`src/hw/ea_pkg.sv`:
```
package ea_pkg;

  // ==========================================================================
  // Widths
  // ==========================================================================
  localparam int data_w = 16;   // Operand and result
  localparam int bus_w  = 32;   // Wishbone data

  typedef enum logic [1:0] {
    op_add = 2'd0,
    op_and = 2'd1,
    op_or  = 2'd2,
    op_xor = 2'd3
  } ea_op_e;

  typedef enum logic [1:0] {
    st_idle = 2'd0,
    st_calc = 2'd1,
    st_done = 2'd2
  } ea_state_e;

  // ==========================================================================
  // Register map, word index on wb_adr[3:2]
  // ==========================================================================
  localparam logic [1:0] reg_opa    = 2'd0;
  localparam logic [1:0] reg_opb    = 2'd1;
  localparam logic [1:0] reg_ctrl   = 2'd2;
  localparam logic [1:0] reg_result = 2'd3;   // Read only

  // Control word
  localparam int ctrl_op_lsb  = 0;   // 2-bit opcode
  localparam int ctrl_cin_bit = 2;
  localparam int ctrl_go_bit  = 8;   // Write only, reads as 0

  // Result word, result itself in the low data_w bits
  localparam int stat_cout_bit = 16;
  localparam int stat_ovf_bit  = 17;
  localparam int stat_busy_bit = 18;
  localparam int stat_done_bit = 19;

endpackage

```
`src/hw/ea_bus_regs.sv`:
```
`timescale 1ns/1ps

module ea_bus_regs (
  input  logic                     clk,
  input  logic                     reset,
  input  logic                     wb_cyc,
  input  logic                     wb_stb,
  input  logic                     wb_we,
  input  logic [3:0]               wb_adr,
  input  logic [ea_pkg::bus_w-1:0] wb_dat_w,
  input  logic                     busy,
  input  logic [ea_pkg::bus_w-1:0] status_word,
  output logic [ea_pkg::bus_w-1:0] wb_dat_r,
  output logic                     wb_ack,
  output logic [ea_pkg::data_w-1:0] opa,
  output logic [ea_pkg::data_w-1:0] opb,
  output ea_pkg::ea_op_e           op,
  output logic                     cin,
  output logic                     start
);

  logic                     req;
  logic                     ctrl_wr;
  logic [1:0]               word;
  logic [ea_pkg::bus_w-1:0] rd_data;

  // New request only while no ack is out
  assign req     = wb_cyc & wb_stb & ~wb_ack;
  assign word    = wb_adr[3:2];
  assign ctrl_wr = req & wb_we & (word == ea_pkg::reg_ctrl);

  always_ff @(posedge clk) begin
    if (reset) begin
      wb_ack <= 1'b0;
      start  <= 1'b0;
      op     <= ea_pkg::op_add;
      cin    <= 1'b0;
    end else begin
      wb_ack <= req;
      // Go is dropped while an operation runs
      start  <= ctrl_wr & wb_dat_w[ea_pkg::ctrl_go_bit] & ~busy;
      if (ctrl_wr) begin
        op  <= ea_pkg::ea_op_e'(wb_dat_w[ea_pkg::ctrl_op_lsb +: 2]);
        cin <= wb_dat_w[ea_pkg::ctrl_cin_bit];
      end
    end
  end

  // Operand registers
  always_ff @(posedge clk) begin
    if (req && wb_we) begin
      if (word == ea_pkg::reg_opa)
        opa <= wb_dat_w[ea_pkg::data_w-1:0];
      if (word == ea_pkg::reg_opb)
        opb <= wb_dat_w[ea_pkg::data_w-1:0];
    end
  end

  // ==========================================================================
  // Read path
  // ==========================================================================
  always_comb begin
    rd_data = '0;
    case (word)
      ea_pkg::reg_opa:  rd_data[ea_pkg::data_w-1:0] = opa;
      ea_pkg::reg_opb:  rd_data[ea_pkg::data_w-1:0] = opb;
      ea_pkg::reg_ctrl: begin
        rd_data[ea_pkg::ctrl_op_lsb +: 2]  = op;
        rd_data[ea_pkg::ctrl_cin_bit]      = cin;
      end
      default:          rd_data = status_word;
    endcase
  end

  always_ff @(posedge clk) begin
    if (req && !wb_we)
      wb_dat_r <= rd_data;   // Valid alongside ack
  end

  a_ack_after_req: assert property (@(posedge clk) disable iff (reset)
    wb_ack |-> $past(wb_cyc && wb_stb));

  // Busy comes back from the sequencer a cycle later than the gate
  a_no_start_busy: assert property (@(posedge clk) disable iff (reset)
    start |-> !busy);

endmodule

```
`src/hw/ea_core.sv`:
```
`timescale 1ns/1ps

module ea_core (
  input  logic [15:0] x,
  input  logic [15:0] y,
  input  logic        k,
  input  logic        l,
  input  logic        add,
  input  logic        cin,
  output logic [15:0] alu,
  output logic        cout,
  output logic        ovf
);

  logic [15:0] prop;
  logic [15:0] gen;
  logic [15:0] logic_term;
  logic [15:0] carry;   // Carry into each bit

  // Group generate per level, level 0 is the bitwise term
  logic [15:0] gt [0:4];
  logic [15:0] pt [0:3];

  // ==========================================================================
  // Bit level propagate, generate and logic term
  // ==========================================================================
  assign prop = x | y;
  assign gen  = x & y;

  // k = 0 passes AND, l = 1 passes XOR
  assign logic_term = ((x & y) & {16{~k}}) | ((x ^ y) & {16{l}});

  // Carry-in folded into bit 0 so the tree spans cin as well
  assign gt[0] = {gen[15:1], gen[0] | (prop[0] & cin)};
  assign pt[0] = prop;

  // ==========================================================================
  // Prefix tree, span doubles each level (1, 2, 4, 8)
  // ==========================================================================
  for (genvar lv = 0; lv < 4; lv++) begin : g_level
    for (genvar b = 0; b < 16; b++) begin : g_bit
      if (b >= (1 << lv)) begin : g_merge
        assign gt[lv+1][b] = gt[lv][b] | (pt[lv][b] & gt[lv][b - (1 << lv)]);
        if (lv < 3) begin : g_prop
          assign pt[lv+1][b] = pt[lv][b] & pt[lv][b - (1 << lv)];
        end
      end else begin : g_pass
        assign gt[lv+1][b] = gt[lv][b];   // Already complete down to cin
        if (lv < 3) begin : g_prop
          assign pt[lv+1][b] = pt[lv][b];
        end
      end
    end
  end

  // gt[4][i] is the carry out of bit i
  assign carry = {gt[4][14:0], cin};

  // ==========================================================================
  // Result and flags
  // ==========================================================================
  assign alu  = (carry & {16{add}}) ^ logic_term;
  assign cout = gt[4][15];

  // Operand signs agree, sum sign differs
  assign ovf = (x[15] == y[15]) && (x[15] != (carry[15] ^ x[15] ^ y[15]));

endmodule

```
`src/hw/ea_sequencer.sv`:
```
`timescale 1ns/1ps

module ea_sequencer (
  input  logic                      clk,
  input  logic                      reset,
  input  logic                      start,
  input  logic [ea_pkg::data_w-1:0] opa,
  input  logic [ea_pkg::data_w-1:0] opb,
  input  ea_pkg::ea_op_e            op,
  input  logic                      cin,
  output logic                      busy,
  output logic                      result_valid,
  output logic [ea_pkg::data_w-1:0] res,
  output logic                      cout,
  output logic                      ovf
);

  ea_pkg::ea_state_e state;

  logic                      k_ctl;
  logic                      l_ctl;
  logic                      add_ctl;
  logic [ea_pkg::data_w-1:0] core_alu;
  logic                      core_cout;
  logic                      core_ovf;

  // Opcode to core controls
  always_comb begin
    k_ctl   = 1'b1;
    l_ctl   = 1'b1;
    add_ctl = 1'b0;
    case (op)
      ea_pkg::op_add: add_ctl = 1'b1;   // Sum is XOR plus carries
      ea_pkg::op_and: begin
        k_ctl = 1'b0;
        l_ctl = 1'b0;
      end
      ea_pkg::op_or:  k_ctl = 1'b0;     // AND | XOR
      default:        ;                 // XOR
    endcase
  end

  ea_core ea_core_inst (
    .x    (opa),
    .y    (opb),
    .k    (k_ctl),
    .l    (l_ctl),
    .add  (add_ctl),
    .cin  (cin),
    .alu  (core_alu),
    .cout (core_cout),
    .ovf  (core_ovf)
  );

  always_ff @(posedge clk) begin
    if (reset) begin
      state <= ea_pkg::st_idle;
    end else begin
      case (state)
        ea_pkg::st_idle: if (start) state <= ea_pkg::st_calc;
        ea_pkg::st_calc: state <= ea_pkg::st_done;
        default:         state <= ea_pkg::st_idle;
      endcase
    end
  end

  // Flags only mean something for an add
  always_ff @(posedge clk) begin
    if (state == ea_pkg::st_calc) begin
      res  <= core_alu;
      cout <= core_cout & add_ctl;
      ovf  <= core_ovf & add_ctl;
    end
  end

  assign busy         = (state != ea_pkg::st_idle);
  assign result_valid = (state == ea_pkg::st_done);

  a_valid_timing: assert property (@(posedge clk) disable iff (reset)
    result_valid |-> $past(start, 2) && $past(state == ea_pkg::st_calc));

endmodule

```
`src/hw/ea_status.sv`:
```
`timescale 1ns/1ps

module ea_status (
  input  logic                      clk,
  input  logic                      reset,
  input  logic                      start,
  input  logic                      result_valid,
  input  logic [ea_pkg::data_w-1:0] res,
  input  logic                      cout,
  input  logic                      ovf,
  input  logic                      busy_in,
  output logic [ea_pkg::bus_w-1:0]  status_word
);

  logic [ea_pkg::data_w-1:0] res_q;
  logic                      cout_q;
  logic                      ovf_q;
  logic                      done_q;

  // ==========================================================================
  // Result and flag registers
  // ==========================================================================
  always_ff @(posedge clk) begin
    if (reset) begin
      res_q  <= '0;
      cout_q <= 1'b0;
      ovf_q  <= 1'b0;
      done_q <= 1'b0;
    end else begin
      if (result_valid) begin
        res_q  <= res;
        cout_q <= cout;
        ovf_q  <= ovf;
        done_q <= 1'b1;
      end else if (start) begin
        done_q <= 1'b0;   // Stays clear until the new result lands
      end
    end
  end

  // Readback word
  always_comb begin
    status_word                        = '0;
    status_word[ea_pkg::data_w-1:0]    = res_q;
    status_word[ea_pkg::stat_cout_bit] = cout_q;
    status_word[ea_pkg::stat_ovf_bit]  = ovf_q;
    status_word[ea_pkg::stat_busy_bit] = busy_in;
    status_word[ea_pkg::stat_done_bit] = done_q;
  end

  // Done never overlaps a running operation
  a_done_not_busy: assert property (@(posedge clk) disable iff (reset)
    !(done_q && busy_in));

endmodule

```
`src/hw/ea_top.sv`:
```
`timescale 1ns/1ps

module ea_top (
  input  logic                     clk,
  input  logic                     reset,
  input  logic                     wb_cyc,
  input  logic                     wb_stb,
  input  logic                     wb_we,
  input  logic [3:0]               wb_adr,
  input  logic [ea_pkg::bus_w-1:0] wb_dat_w,
  output logic [ea_pkg::bus_w-1:0] wb_dat_r,
  output logic                     wb_ack
);

  logic [ea_pkg::data_w-1:0] opa;
  logic [ea_pkg::data_w-1:0] opb;
  ea_pkg::ea_op_e            op;
  logic                      cin;
  logic                      start;
  logic                      busy;
  logic                      result_valid;
  logic [ea_pkg::data_w-1:0] res;
  logic                      cout;
  logic                      ovf;
  logic [ea_pkg::bus_w-1:0]  status_word;

  // Bus side
  ea_bus_regs ea_bus_regs_inst (
    .clk         (clk),
    .reset       (reset),
    .wb_cyc      (wb_cyc),
    .wb_stb      (wb_stb),
    .wb_we       (wb_we),
    .wb_adr      (wb_adr),
    .wb_dat_w    (wb_dat_w),
    .busy        (busy),
    .status_word (status_word),
    .wb_dat_r    (wb_dat_r),
    .wb_ack      (wb_ack),
    .opa         (opa),
    .opb         (opb),
    .op          (op),
    .cin         (cin),
    .start       (start)
  );

  ea_sequencer ea_sequencer_inst (
    .clk          (clk),
    .reset        (reset),
    .start        (start),
    .opa          (opa),
    .opb          (opb),
    .op           (op),
    .cin          (cin),
    .busy         (busy),
    .result_valid (result_valid),
    .res          (res),
    .cout         (cout),
    .ovf          (ovf)
  );

  // Readback side
  ea_status ea_status_inst (
    .clk          (clk),
    .reset        (reset),
    .start        (start),
    .result_valid (result_valid),
    .res          (res),
    .cout         (cout),
    .ovf          (ovf),
    .busy_in      (busy),
    .status_word  (status_word)
  );

endmodule

```
`config.mk`:
```
export PLATFORM = sky130hd
export DESIGN_NAME = ea_top
export DESIGN_NICKNAME = d
export VERILOG_FILES = /design/src/hw/ea_pkg.sv /design/src/hw/ea_bus_regs.sv /design/src/hw/ea_core.sv /design/src/hw/ea_sequencer.sv /design/src/hw/ea_status.sv /design/src/hw/ea_top.sv
export SDC_FILE = /design/constraint.sdc
export NUM_CORES = 1
export LEC_CHECK = 0
export ABC_AREA = 1
export BUFFER_PORTS_ARGS = -buffer_cell sky130_fd_sc_hd__clkbuf_2
export CELL_PAD_IN_SITES_DETAIL_PLACEMENT = 1
export CELL_PAD_IN_SITES_GLOBAL_PLACEMENT = 2
export CORE_MARGIN = 4
export CORE_UTILIZATION = 35
export DETAILED_ROUTE_END_ITERATION = 7
export GPL_TIMING_DRIVEN = 0
export PLACE_DENSITY = 0.85
export SETUP_SLACK_MARGIN = 0.05
export SKIP_LAST_GASP = 1
export SLEW_MARGIN = 20
export SYNTH_ARGS = -nofsm -noshare
export SYNTH_HDL_FRONTEND = slang
export SYNTH_SLANG_ARGS = --single-unit
```
`constraint.sdc`:
```
create_clock -name clk -period 2.2 [get_ports clk]
set_input_delay 0.22 -clock clk [delete_from_list [all_inputs] [get_ports clk]]
set_output_delay 0.22 -clock clk [all_outputs]
set_load 0.02 [all_outputs]
```
; ---- Word-level counts from Yosys, hierarchy flattened
; Index checks and enable logic that the tools add are counted.
; Widths: inputs -> output; s select.
[word_totals]
reg_bits = 108
in_bits = 41
out_inout_bits = 33
elab_cells = 200
[classes]
n_eq_ne = 9
mux = 8
bitwise_logic = 154
n_reduce_logical = 13
[op_table]
columns = cell, count
row1 = $and 1x1->1, 92
row2 = $and 16x16->16, 4
row3 = $or 1x1->1, 50
row4 = $pmux 13 s3, 1
row5 = $or 16x16->16, 2
row6 = $xor 16x16->16, 2
row7 = $pmux 3 s3, 1
row8 = $eq 2x1->1 const B, 3
row9 = $eq 2x2->1 const B, 3
row10 = $logic_not 2->1, 3
row11 = $mux 1, 4
row12 = $pmux 2 s2, 1
row13 = $reduce_and 2->1, 2
row14 = $reduce_bool 2->1, 2
row15 = $logic_and 1x1->1, 3
row16 = $reduce_or 3->1, 1
row17 = $mux 2, 1
row18 = $ne 2x2->1 const B, 1
row19 = $not 1->1, 2
row20 = $reduce_or 2->1, 1
row21 = $xor 1x1->1, 2
row22 = $eq 1x1->1, 1
row23 = $logic_not 1->1, 1
row24 = $ne 1x1->1, 1

; ---- Logic depth before layout (Yosys ltp)
; Gate-level depths: netlist of run 1.
[logic_depth]
ltp_word = 14
ltp_mapped = 14
depth_no_buf = 14

; ---- Hierarchy
; Synthesis of run 1 repeated with hierarchy kept, for this count alone.
[unflattened]
hier_cells = 645
hier_area_um2 = 5708.0
[by_module_without_submodules]
columns = mod, n_inst, cells_each, area_each_um2
row1 = ea_bus_regs, 1, 209, 2613.8
row2 = ea_core, 1, 296, 1590.3
row3 = ea_status, 1, 99, 813.3
row4 = ea_sequencer, 1, 41, 690.7

; ---- Worst setup path after synthesis of run 1
; OpenSTA, ideal clock, no wires.
[synth_timing]
kind = register to register
from = reg ea_bus_regs_inst.wb_ack
to = reg ea_bus_regs_inst.wb_dat_r[0] (netlist name), enable pin
setup_time_ns = 0.397
arrival_ns = 1.428
path_slack_ns = 0.375
stages_incl_launch_ff = 4
n_path_buf = 0
synth_period_minus_slack_ns = 1.825
cell_sequence = dfxtp_1 -> nor2_1 -> inv_1 -> nor2_1
[synth_via]
elab_chain_len = 3
[synth_rtl]
columns = element, line
row1 = start: declaration, ea_bus_regs.sv:14  ; output logic wb_ack,
row2 = start signal: assignment, ea_bus_regs.sv:39  ; wb_ack <= req;
row3 = $not 1->1, ea_bus_regs.sv:28  ; assign req = wb_cyc & wb_stb & ~wb_ack;
row4 = $and 1x1->1, ea_bus_regs.sv:28
row5 = $logic_and 1x1->1, ea_bus_regs.sv:76  ; if (req && !wb_we)
row6 = end signal: assignment, ea_bus_regs.sv:77  ; wb_dat_r <= rd_data;
row7 = end: declaration, ea_bus_regs.sv:13  ; output logic [ea_pkg::bus_w-1:0] wb_dat_r,
; Every way passes these cells.
; A chain may end at the register's enable or synchronous reset.

; ---- Worst setup path after layout of run 1
[layout_timing]
from = reg ea_bus_regs_inst.op[0]
to = reg ea_sequencer_inst.res[5] (netlist name), data pin
[layout_via]
elab_chain_len = 5
word_cells_on_any_way = 11
cone_classes = eq/ne: 2 / mux: 2 / bitwise: 5 / reduce/logical: 2
[layout_rtl]
columns = element, line
row1 = start: declaration, ea_bus_regs.sv:17  ; output ea_pkg::ea_op_e op,
row2 = start signal: assignment, ea_bus_regs.sv:36  ; op <= ea_pkg::op_add;
row3 = start signal: assignment, ea_bus_regs.sv:43  ; op <= ea_pkg::ea_op_e'(wb_dat_w[ea_pkg::ctrl_op_lsb +: 2]);
row4 = $eq 2x2->1 / $eq 2x1->1 (equally long branches), ea_sequencer.sv:32  ; case (op)
row5 = $reduce_or 2->1 (no line) / $mux 1 (equally long branches), --
row6 = $and 16x16->16, ea_core.sv:31  ; assign logic_term = ((x & y) & {16{~k}}) | ((x ^ y) & {16{l}});
row7 = $or 16x16->16, ea_core.sv:31
row8 = $xor 16x16->16 (*), ea_core.sv:62  ; assign alu = (carry & {16{add}}) ^ logic_term;
row9 = via ea_sequencer_inst.core_alu (one bit), ea_sequencer.sv:23  ; logic [ea_pkg::data_w-1:0] core_alu;
row10 = end signal: assignment, ea_sequencer.sv:70  ; res <= core_alu;
row11 = end: declaration, ea_sequencer.sv:13  ; output logic [ea_pkg::data_w-1:0] res,
; The timed path passes the listed nets; every way through them passes the cells marked *.

==> summary.md, run 1 <==
| Metric | Value |
|---|---|
| # hold bufs at CTS | `0` |
| Die ar. | `0.0163 mm^2` |
| Setup violations, final | `0` |
| # fillers | `between 1500 and 2000` |
| Largest net degree at the start of global routing | `21` |
| Clock transition at path regs | `70 ps` |
| Dpl ws | `108 ps` |
| Worst Setup Start Kind | `flip-flop` |
| Crit path DAT | `1970 ps` |
| Final worst slack | `335 ps` |
| Layout cells sized above 1 | `0.178` |
| Worst Skew | `9.48 ps` |
| DR WL/cell | `17.4 um` |
| MaxCap Viol Count | `0` |
| Gr ovfl total | `0` |
| Post-route cell area | `0.00581 mm^2` |
| Rows | `43` |
| Chip Height | `128 um` |
| DRC | `0` |
| CP delay by family, top | `adder cells` |
| Antenna-violating nets left | `0` |
| Worst-Margin Slew | `711 ps` |
| Vias in the first global route | `4069` |
| Synth Cell Area | `0.00502 mm^2` |
| Worst vdd ir | `0.000468 V` |
| Worst path cell trace | `inv_1 > ha_1 > inv_2 > o21ai_0 > xnor2_1` |
| Psw | `around 870 uW` |
| Sequential element share of the synthesized area | `0.522` |
| Finished Layout Cells | `around 800` |
| Mapped Cells | `551` |
| Core Footprint | `0.0140 mm^2` |
| Global-route wire length before repair | `21800 um` |
| Net Sw Frac | `0.235` |
| Placed cell area | `0.00554 mm^2` |
| Power per cell area | `640 mW/mm^2` |
| ANT cells | `0` |
| CTS root buf | `clkbuf_16` |
| Buf/Inv on CP | `2` |
| Via Count | `3881` |
| Final period util | `0.848` |
| Wirelength, routed | `14000 um` |
| Leakage | `0.00263 uW` |
| H-tree depth | `3` |
| Cell variety after synth | `31` |
| First-pass DRT Iterations | `4` |
| Layout net count | `692` |
| Logic pwr share | `0.074` |
| Yosys Warn Count | `0` |
| Hold crit path type | `primary input to flip-flop` |
| CP required | `2310 ps` |
| Placed Cells | `786` |
| Worst-skew pair later-pin latency | `360 ps` |
| Initial core utilization | `0.359` |
| Area delta synth->final | `15.7%` |
| Status | `finished clean` |
| Slowest cell on crit path | `ha_1` |
| Total track usage | `0.177` |
| Final Slew Violations | `0` |
| CTS tree | `yes` |
| Seq pwr share | `0.530` |
| CTS Buffer Depth | `2` |
| Average vias per placed instance | `4.84` |
| RSZ-0062 raised after global routing | `false` |
| Post-CTS setup buffers | `0` |
| CP Class | `flip-flop to flip-flop` |
| CP Capture Type | `flip-flop` |
| Relative slew slack | `0.525` |
| Flops & latches, synth | `96` |
| CP max FO | `10` |
| Period minus WS final | `1860 ps` |
| Post-CTS Resized | `0` |
| Power, Total | `3720 uW` |
| Max Clk Rate | `536 MHz` |
| # IOs | `74` |
| Initial antenna violation count | `0` |
| CTS Buf Count | `9` |
| Count of final hold-check violations | `0` |
| Avg Inst Size Synth | `9.11 um^2` |
| Internal Power | `2840 uW` |
| GPL Wtd Cong | `0.850` |
| CTS sink cnt | `96` |
| Worst path max stage delay | `560 ps` |
| DP HPWL | `~10000 um` |
| Buffers on Ports | `43` |
| Initial DRC count | `212` |
| Clk pwr share | `0.396` |
| Die X | `128 um` |
| Setup TNS | `0 ps` |
-- area by class of cell --
cell class                 instances  area, um^2  share of cell area
clock buffer                      12         246              0.0424
multi-input combinational        350        1970               0.339
timing repair buffer              44         230              0.0396
inverter                          92         345              0.0594
clock inverter                     4        21.3             0.00366
buffer                            24         149              0.0256
tap                              180         225              0.0388
sequential                        96        2620               0.451
-- power groups by stage --
stage	combinational, uW	clock, uW	sequential, uW
2_1_floorplan	157	0	2020
3_3_place_gp	262	0	2010
3_5_place_dp	273	0	2010
4_1_cts	275	1510	1970
5_1_grt	301	1600	1970
6_report	274	1470	1970
-- layout by cell type, fill, tap and decap left out, drive strengths merged --
cell type and count:
a21oi 17, o221ai 13, and3 1, nor4 1
nand3b 4, conb 12, clkbuf 58, a22oi 6
nor2 75, buf 22, xor2 1, ha 34
nand3 14, xnor2 7, o21ai 39, inv 93
and2 1, nor3 7, nand2 112, edfxtp 70
clkinv 3, o2111ai 3, dfxtp 26, o21a 3
-- routing by layer --
layer | vias to the layer above | GRT usage | routed length, um | part of all wire
met3 | 16 | 0.0446 | 810 | 0.058
met1 | 1874 | 0.218 | 5890 | 0.42
met4 | 0 | 0.0599 | 294 | 0.021
met2 | 89 | 0.303 | 6980 | 0.50
li1 | 1902 | - | - | -
met5 | - | 0 | 0 | 0
-- sequential cells by signal, indices dropped and copies added, names as in the netlist --
register and count:
ea_bus_regs_inst.wb_dat_r 20, ea_bus_regs_inst.opa 16, ea_bus_regs_inst.opb 16, ea_sequencer_inst.res 16, ea_status_inst.res_q 16, ea_bus_regs_inst.op 2
ea_sequencer_inst.state 2, ea_bus_regs_inst.cin 1, ea_bus_regs_inst.start 1, ea_bus_regs_inst.wb_ack 1, ea_sequencer_inst.cout 1, ea_sequencer_inst.ovf 1
ea_status_inst.cout_q 1, ea_status_inst.done_q 1, ea_status_inst.ovf_q 1
-- per-stage QoR --
step	hold slack, ps	utilization
after floorplan	289	-
after global placement	409	0.393
after detailed placement	413	0.396
after CTS	38.7	0.415
after global routing	40.4	0.415
final	50.4	0.415
-- cells in the mapped netlist (all sizes together) --
master / count / share of area
nand3b: 4 / 0.0060
nor3: 7 / 0.010
inv: 92 / 0.069
o221ai: 13 / 0.023
xor2: 1 / 0.0017
conb: 1 / 0.00075
o2111ai: 3 / 0.0052
nor4: 1 / 0.0012
nand3: 14 / 0.014
and3: 1 / 0.0012
nor2: 75 / 0.061
o21ai: 39 / 0.039
clkbuf: 3 / 0.0022
a21oi: 17 / 0.018
a22oi: 6 / 0.0090
ha: 34 / 0.085
o21a: 3 / 0.0045
xnor2: 7 / 0.012
dfxtp: 26 / 0.10
buf: 21 / 0.027
and2: 1 / 0.0012
edfxtp: 70 / 0.42
nand2: 112 / 0.086
-- path summary, 6_finish.rpt --
kind / start / endpoint / slack [ps] / depth (start not counted)
max reg2reg: ea_bus_regs_inst.op[0] / ea_sequencer_inst.res[5] / 340 / 5
min reg2reg: ea_bus_regs_inst.start / ea_sequencer_inst.state[0] / 450 / 2
max: ea_bus_regs_inst.op[0] / ea_sequencer_inst.res[5] / 340 / 5
min: wb_dat_w[6] / ea_bus_regs_inst.opa[6] / 50 / 1
-- cell families after synthesis --
kind of cell               count (synthesis)  synth area share
xor gates and xnor gates                   8            0.0140
DFF                                       96             0.522
AOI/OAI and AO/OA                         81            0.0987
other                                      1          0.000747
and+or+nand+nor                          215             0.181
buffers and inverters                    116            0.0985
adders and majority gates                 34            0.0847
Power figures use the tool's default switching activity.
==> inputs of run 2 (changes only) <==
Settings changed: ABC_AREA 1 to 0, CORE_UTILIZATION 35 to 33, PLACE_DENSITY 0.85 to 0.81.
Clock period 2.2 ns to 1.6 ns, I/O delays scaled along.
==> run 2 against run 1 <==
Compared with the run above: the run now ends with negative setup slack left; sequential cell count did not move; sequential share of layout area fell by 2.1 points; critical path depth rose by 4; final cell count fell by 11%; area after synthesis fell by 2.8%; via count fell by 6.7%; first-iteration DRC count rose by 17%; combinational power rose by 40%; register-to-register slack got worse by 860 ps; routed wire length fell by 3.5%; clock power rose by 44%.
==> summary.md, run 2 <==
| Metric | Value |
|---|---|
| Status | `complete, but fails checks (was finished clean)` |
| Failing checks | `negative setup slack` |
| Mapped Cells | `449 (was 551)` |
| Placed Cells | `684 (was 786)` |
| Async SR Flop Fraction | `0 (unchanged)` |
| Clock transition at path regs | `70 ps (about the same)` |
| CP max FO | `4 (was 10)` |
| Total track usage | `0.163 (was 0.177)` |
| Power per cell area | `853 mW/mm^2 (was 640 mW/mm^2)` |
| Largest net degree at the start of global routing | `21 (unchanged)` |
| Max Clk Rate | `470 MHz (was 536 MHz)` |
| Flop-to-flop setup slack | `-530 ps (was 340 ps)` |
| Count of final hold-check violations | `0 (unchanged)` |
| Core Footprint | `0.0145 mm^2 (was 0.0140 mm^2)` |
| Buf/Inv on CP | `2 (unchanged)` |
| Yosys Warn Count | `0 (unchanged)` |
| Die X | `130 um (was 128 um)` |
| DR WL met3 | `654 um (was 810 um)` |
| Synth area leaders | `edfxtp_1 43%, dfxtp_1 11%, ha_1 8.7% (was edfxtp_1 42%, dfxtp_1 10%, ha_1 8.5%)` |
| Flops & latches, synth | `96 (unchanged)` |
| # IOs | `74 (unchanged)` |
| Metal2 WL | `6680 um (was 6980 um)` |
| # fillers | `1596 (was 1666)` |
| H-tree depth | `3 (unchanged)` |
| Buffers on Ports | `40 (was 43)` |
| CTS sink cnt | `96 (unchanged)` |
| Worst Setup Start Kind | `flip-flop (unchanged)` |
| Prevailing post-synth register cell | `edfxtp_1 (unchanged)` |
| CTS Buffer Depth | `2 (unchanged)` |
| Global-route wire length before repair | `20900 um (was 21800 um)` |
| Worst-Margin Slew | `724 ps (was 711 ps)` |
| Largest reg by FF count | `ea_bus_regs_inst.wb_dat_r (unchanged)` |
| GPL Wtd Cong | `0.900 (was 0.850)` |
| Post-route cell area | `0.00610 mm^2 (was 0.00581 mm^2)` |
| Period minus WS final | `2130 ps (was 1860 ps)` |
| Wirelength, routed | `13500 um (was 14000 um)` |
| CP Class | `flip-flop to flip-flop (unchanged)` |
| Worst vdd ir | `0.000443 V (was 0.000468 V)` |
| Uppermost layer routed | `met4 (unchanged)` |
| Slowest cell on crit path | `edfxtp_1 (was ha_1)` |
| CP Capture Type | `flip-flop (unchanged)` |
| Area delta synth->final | `25.0% (was 15.7%)` |
| Vias in the first global route | `3892 (was 4069)` |
| Leakage | `0.00242 uW (was 0.00263 uW)` |
| Worst path max stage delay | `390 ps (was 560 ps)` |
| Relative slew slack | `0.517 (was 0.525)` |
| Flip-flop count of the largest register after layout | `20 (unchanged)` |
| Initial antenna violation count | `0 (unchanged)` |
| Initial core utilization | `0.336 (was 0.359)` |
| Die ar. | `0.0168 mm^2 (was 0.0163 mm^2)` |
| CTS Buf Count | `9 (unchanged)` |
| Initial DRC count | `249 (was 212)` |
| Synth top cells by count | `70 x edfxtp_1, 54 x nand2_1, 48 x inv_1 (was 107 x nand2_1, 82 x inv_1, 70 x edfxtp_1)` |
| Synth Cell Area | `0.00488 mm^2 (was 0.00502 mm^2)` |
| Gr ovfl total | `0 (unchanged)` |
| Chip Height | `130 um (was 128 um)` |
| CTS tree | `yes (unchanged)` |
| Most frequent cells in the layout | `70 x edfxtp_1, 53 x nand2_1, 46 x inv_1, 46 x clkbuf_2, 29 x buf_4 (was 107 x nand2_1, 82 x inv_1, 70 x edfxtp_1, 63 x nor2_1, 43 x clkbuf_2)` |
| CP required | `1680 ps (was 2310 ps)` |
| Antenna-violating nets left | `0 (unchanged)` |
| Avg Inst Size Synth | `10.9 um^2 (was 9.11 um^2)` |
| DRC | `0 (unchanged)` |
| Met1 WL | `5830 um (was 5890 um)` |
| Worst path cell trace | `inv_1 > ha_4 > buf_4 > nand2b_1 > a21oi_2 > o31ai_4 > o221a_4 > xnor2_2 > nor3_2 (was inv_1 > ha_1 > inv_2 > o21ai_0 > xnor2_1)` |
| ANT cells | `0 (unchanged)` |
| DR WL/cell | `18.8 um (was 17.4 um)` |
| Sequential element share of the synthesized area | `0.538 (was 0.522)` |
| Share of the synthesized area in the top cell type | `0.431 (was 0.419)` |
| Via Count | `3621 (was 3881)` |
| Average vias per placed instance | `5.05 (was 4.84)` |
| Layout cells sized above 1 | `0.283 (was 0.178)` |
| Crit path DAT | `2210 ps (was 1970 ps)` |
| Dpl ws | `-816 ps (was 108 ps)` |
| DP HPWL | `9120 um (was 10300 um)` |
| Post-synth top area cell | `edfxtp_1 (unchanged)` |
| Worst Skew | `7.75 ps (was 9.48 ps)` |
| Most common cell after layout, fill and taps aside | `edfxtp_1 (was nand2_1)` |
| MaxCap Viol Count | `0 (unchanged)` |
| Placed cell area | `0.00543 mm^2 (was 0.00554 mm^2)` |
| # hold bufs at CTS | `0 (unchanged)` |
| Number of synthesized flops with an enable pin | `70 (unchanged)` |
| Layout net count | `603 (was 692)` |
| Final Slew Violations | `0 (unchanged)` |
| Finished Layout Cells | `717 (was 802)` |
| Most common cell in the netlist | `edfxtp_1 (was nand2_1)` |
| CP delay by family, top | `compound AO/OA/AOI/OAI gates (was adder cells)` |
| Rows | `44 (was 43)` |
| RSZ-0062 raised after global routing | `true (was false)` |
| Hold crit path type | `primary input to flip-flop (unchanged)` |
| Final worst slack | `-527 ps (was 335 ps)` |
| Setup violations, final | `14 (was 0)` |
| Final period util | `1.33 (was 0.848)` |
| First-pass DRT Iterations | `4 (unchanged)` |
| Cell variety after synth | `55 (was 31)` |
| CTS root buf | `clkbuf_16 (unchanged)` |
| Worst-skew pair later-pin latency | `340 ps (was 360 ps)` |
## run 2: cell types whose count changed after synthesis, sizes merged, moves of 5 or more
cell / before / now
clkbuf: 3 / 16
nand2: 112 / 54
xor2: 1 / 11
a22oi: 6 / 16
nand2b: 0 / 5
nand3: 14 / 5
nor2b: 0 / 6
a21oi: 17 / 34
buf: 21 / 15
a22o: 0 / 13
nor2: 75 / 18
inv: 92 / 48
o221ai: 13 / 1
o21ai: 39 / 23
## run 2: cell type report
cell class,instances,area (um^2),area share
inverters,49,184,0.0302
flip-flops and latches,96,2620,0.430
plain buffers,29,188,0.0308
well taps,184,230,0.0378
repair buffers,58,348,0.0570
clock inverters,4,25.0,0.00410
multi-input cells,285,2230,0.366
clock buffers,12,268,0.0439
## run 2: worst paths after layout
check	endpoint	depth (start not counted)	from
min reg2reg	ea_status_inst.res_q[2]	2	ea_status_inst.res_q[2]
max reg2reg	ea_sequencer_inst.ovf	9	ea_bus_regs_inst.opa[3]
min	ea_bus_regs_inst.opb[7]	1	wb_dat_w[7]
max	ea_sequencer_inst.ovf	9	ea_bus_regs_inst.opa[3]
## run 2: kinds of logic (layout without fill, tap and decap cells)
kind of cell / Yosys count / count (layout) / share of synthesized area
DFF: 96 / 96 / 0.538
xor gates and xnor gates: 17 / 17 / 0.0305
buffers and inverters: 80 / 152 / 0.0708
other: 1 / 12 / 0.000769
AOI/OAI and AO/OA: 106 / 106 / 0.150
adders and majority gates: 34 / 34 / 0.0872
muxes: 6 / 6 / 0.0200
and+or+nand+nor: 109 / 110 / 0.104
## run 2: layer usage
metal / GRT usage / vias up
met3: 0.0309 / 22
met1: 0.207 / 1809
met2: 0.277 / 84
met5: 0 / -
li1: - / 1706
met4: 0.0617 / 0
## run 2: repair_timing
| item | CTS | global route |
|---|---|---|
| pin swaps | 19 | 7 |
| setup buffers | 13 | 5 |
| resized for setup | 33 | 27 |
| cloned | 0 | 1 |
| setup endpoints to repair | 85 | 88 |
## run 2: through the flow
step | hold WS [ps] | utilization | TNS (ps) | power [uW]
final | 7.59 | 0.420 | -5740 | 5200
after floorplan | 259 | - | -3250 | 2990
after detailed placement | 357 | 0.374 | -42220 | 3110
after global placement | 352 | 0.373 | -46080 | 3100
after CTS | 2.93 | 0.409 | -6150 | 5230
after global routing | 5.39 | 0.420 | -7120 | 5380
## run 2: report_power, final
group | switching [uW] | total [uW] | leakage [uW] | internal (uW)
Clock | 921 | 2110 | 0.000148 | 1190
Combinational | 239 | 383 | 0.00142 | 144
Sequential | 11.1 | 2700 | 0.000848 | 2690
Total | 1170 | 5200 | 0.00242 | 4030
## run 2: worst register-to-register path, stage by stage, from the launching register on
cell and delay (ps):
edfxtp_1 390, inv_1 120, ha_4 150, buf_4 120, nand2b_1 170, a21oi_2 110
o31ai_4 350, o221a_4 290, xnor2_2 120, nor3_2 50
==> inputs of run 3 (changes only) <==
--- a/config.mk
+++ b/config.mk
@@ -10,9 +10,8 @@
 export CELL_PAD_IN_SITES_DETAIL_PLACEMENT = 1
 export CELL_PAD_IN_SITES_GLOBAL_PLACEMENT = 2
-export CORE_MARGIN = 4
 export CORE_UTILIZATION = 33
 export DETAILED_ROUTE_END_ITERATION = 7
 export GPL_TIMING_DRIVEN = 0
-export PLACE_DENSITY = 0.81
+export PLACE_DENSITY_LB_ADDON = 0.12
 export SETUP_SLACK_MARGIN = 0.05
 export SKIP_LAST_GASP = 1
==> constraint.sdc (replaced) <==
create_clock -name clk -period 1.6 [get_ports clk]
set_input_delay 0 -clock clk [delete_from_list [all_inputs] [get_ports clk]]
set_output_delay 0 -clock clk [all_outputs]
set_load 0.02 [all_outputs]
==> run 3 against run 2 <==
Compared with the run above: register-to-register slack worse by 70 ps; clock skew about the same; clock power grew 4%; first-iteration DRC count down 29%; via count decreased by 0.28%; utilization increased by 1.3 points; combinational power grew 11%; sequential share of layout area fell by 1.1 points; sequential power barely moved; power increased by 2.5%; the flow still finishes with violations (negative setup slack).
==> summary.md, run 3 (synthesis results as in run 2) <==
| Metric | Value |
|---|---|
| DRC | `0 (unchanged)` |
| ANT cells | `0 (unchanged)` |
| CTS Buf Count | `9 (unchanged)` |
| Logic pwr share | `0.080 (was 0.074)` |
| Power per cell area | `851 mW/mm^2 (was 853 mW/mm^2)` |
| Leakage | `0.00247 uW (was 0.00242 uW)` |
| DR WL/cell | `19.1 um (was 18.8 um)` |
| Worst Skew | `7.81 ps (was 7.75 ps)` |
| Area occupied by multi-input gates | `0.00221 mm^2 (was 0.00223 mm^2)` |
| Flip-flop count of the largest register after layout | `20 (unchanged)` |
| Relative slew slack | `0.481 (was 0.517)` |
| RSZ-0062 raised after global routing | `true (unchanged)` |
| Met1 WL | `6590 um (was 5830 um)` |
| GPL Wtd Cong | `0.787 (was 0.900)` |
| Average vias per placed instance | `4.93 (was 5.05)` |
| Gr ovfl total | `0 (unchanged)` |
| CTS Buffer Depth | `2 (unchanged)` |
| Total track usage | `0.197 (was 0.163)` |
| CP max FO | `4 (unchanged)` |
| Worst Setup Start Kind | `flip-flop (unchanged)` |
| Final period util | `1.37 (was 1.33)` |
| Buffers on Ports | `40 (unchanged)` |
| Hold crit path type | `primary input to flip-flop (unchanged)` |
| Largest net degree at the start of global routing | `20 (was 21)` |
| Crit path DAT | `2300 ps (was 2210 ps)` |
| Status | `complete, but fails checks (unchanged)` |
| DR WL met3 | `510 um (was 654 um)` |
| Worst-Margin Slew | `779 ps (was 724 ps)` |
| Most frequent cells in the layout | `70 x edfxtp_1, 54 x nand2_1, 45 x inv_1, 42 x clkbuf_2, 29 x a21oi_1 (was 70 x edfxtp_1, 53 x nand2_1, 46 x inv_1, 46 x clkbuf_2, 29 x buf_4)` |
| Final Slew Violations | `0 (unchanged)` |
| Critical Path Sink | `ea_sequencer_inst.res[13] (was ea_sequencer_inst.ovf)` |
| Layout net count | `618 (was 603)` |
| Seq pwr share | `0.507 (was 0.520)` |
| Area delta synth->final | `28.4% (was 25.0%)` |
| Layout cells sized above 1 | `0.257 (was 0.283)` |
| Wirelength, routed | `14000 um (was 13500 um)` |
| Placed cell area | `0.00546 mm^2 (was 0.00543 mm^2)` |
| Count of final hold-check violations | `0 (unchanged)` |
| Reg2reg start | `ea_bus_regs_inst.opa[4] (was ea_bus_regs_inst.opa[3])` |
| Crit path launch | `ea_bus_regs_inst.opa[4] (was ea_bus_regs_inst.opa[3])` |
| Post-route cell area | `0.00626 mm^2 (was 0.00610 mm^2)` |
| CTS sink cnt | `96 (unchanged)` |
| Flop-to-flop setup slack | `-600 ps (was -530 ps)` |
| Global-route wire length before repair | `21400 um (was 20900 um)` |
| Most common cell after layout, fill and taps aside | `edfxtp_1 (unchanged)` |
| Clock transition at path regs | `70 ps (about the same)` |
| Uppermost layer routed | `met4 (unchanged)` |
| Placed Cells | `686 (was 684)` |
| Setup violations, final | `15 (was 14)` |
| # IOs | `74 (unchanged)` |
| Rows | `44 (unchanged)` |
| MaxCap Viol Count | `0 (unchanged)` |
| Failing checks | `negative setup slack (unchanged)` |
| Psw | `1200 uW (was 1170 uW)` |
| Via Count | `3611 (was 3621)` |
| Initial antenna violation count | `0 (unchanged)` |
| Worst Reg-to-Reg Cells | `8 (was 9)` |
| CTS root buf | `clkbuf_16 (unchanged)` |
| Die X | `124 um (was 130 um)` |
| CTS tree | `yes (unchanged)` |
| Chip Height | `124 um (was 130 um)` |
| Metal2 WL | `6540 um (was 6680 um)` |
| Die ar. | `0.0153 mm^2 (was 0.0168 mm^2)` |
| H-tree depth | `3 (unchanged)` |
| Clk pwr share | `0.413 (was 0.406)` |
| Worst-skew pair later-pin latency | `350 ps (was 340 ps)` |
| First-pass DRT Iterations | `4 (unchanged)` |
| Reg2reg end | `ea_sequencer_inst.res[13] (was ea_sequencer_inst.ovf)` |
| Max Clk Rate | `455 MHz (was 470 MHz)` |
| Register Area | `0.00263 mm^2 (was 0.00262 mm^2)` |
| Initial DRC count | `177 (was 249)` |
| Vias in the first global route | `3800 (was 3892)` |
| DP HPWL | `9520 um (was 9120 um)` |
| Final worst slack | `-596 ps (was -527 ps)` |
| Final core occ | `0.433 (was 0.420)` |
| CP Capture Type | `flip-flop (unchanged)` |
| Worst vdd ir | `0.000530 V (was 0.000443 V)` |
| CP required | `1700 ps (was 1680 ps)` |
| # fillers | `1576 (was 1596)` |
| Antenna-violating nets left | `0 (unchanged)` |
| Largest reg by FF count | `ea_bus_regs_inst.wb_dat_r (unchanged)` |
| Core Footprint | `0.0145 mm^2 (about the same)` |
| Finished Layout Cells | `732 (was 717)` |
| CP Class | `flip-flop to flip-flop (unchanged)` |
| Internal Power | `4140 uW (was 4030 uW)` |
| Initial core utilization | `0.337 (was 0.336)` |
| Period minus WS final | `2200 ps (was 2130 ps)` |
| Net Sw Frac | `0.224 (was 0.225)` |
run 3: cell count changes in the layout (fill, tap and decap cells not counted), sizes merged:
cell,before,now
clkinv,4,1
clkbuf,68,67
buf,31,33
clkinvlp,0,1
dlygate4sd3,0,17
inv,49,48
run 3: area by class of cell:
class / instances / share of cell area
Buffer: 29 / 0.0284
Clock buffer: 15 / 0.0475
Clock inverter: 1 / 0.00120
Inverter: 49 / 0.0294
Multi-Input combinational cell: 285 / 0.353
Sequential cell: 96 / 0.419
Tap cell: 184 / 0.0367
Timing Repair Buffer: 73 / 0.0847
run 3: worst max-delay path: stages, from the launching register on:
cell	delay [ps]
edfxtp_1	370
inv_1	60
ha_2	200
or2_4	240
a2111oi_4	400
o31ai_4	160
buf_4	160
o41ai_4	250
xnor2_1	100
run 3: worst min-delay path by stage:
stage | end | from | cells past startpoint
after floorplan | ea_bus_regs_inst.opa[0] | wb_dat_w[0] | 0
after global placement | ea_bus_regs_inst.opa[4] | wb_dat_w[4] | 1
after detailed placement | ea_bus_regs_inst.opa[6] | wb_dat_w[6] | 1
after CTS | ea_bus_regs_inst.wb_ack | wb_stb | 3
after global routing | ea_bus_regs_inst.wb_dat_r[2] | wb_we | 2
final | ea_bus_regs_inst.wb_ack | wb_stb | 3
run 3: metal layers:
| metal | vias up | global-route usage |
|---|---|---|
| met3 | 16 | 0.0284 |
| met5 | - | 0 |
| met1 | 1781 | 0.262 |
| met4 | 0 | 0.0836 |
| met2 | 73 | 0.319 |
| li1 | 1741 | - |
run 3: stage by stage:
step,setup TNS [ps],hold WS [ps],power (uW),setup slack (ps)
6_report,-6450,103,5330,-596
3_3_place_gp,-59220,189,3110,-964
2_1_floorplan,-3160,98.9,2990,-334
5_1_grt,-8310,126,5490,-678
3_5_place_dp,-37590,193,3110,-693
4_1_cts,-6060,97.3,5380,-545
run 3: power groups by stage:
stage / combinational (uW) / clock, uW / sequential [uW]
after CTS: 415 / 2260 / 2700
after global placement: 346 / 0 / 2760
after floorplan: 208 / 0 / 2780
after global routing: 462 / 2330 / 2710
final: 424 / 2200 / 2710
after detailed placement: 354 / 0 / 2760
run 3: repair_timing:
| action | 4_1_cts | 5_1_grt |
|---|---|---|
| endpoints found under the hold margin | 38 | 0 |
| pin swaps | 13 | 12 |
| resized for setup | 26 | 25 |
| setup buffers | 10 | 5 |
| hold buffers | 17 | 0 |
| gates cloned | 1 | 0 |
| endpoints found under the setup margin | 94 | 28 |
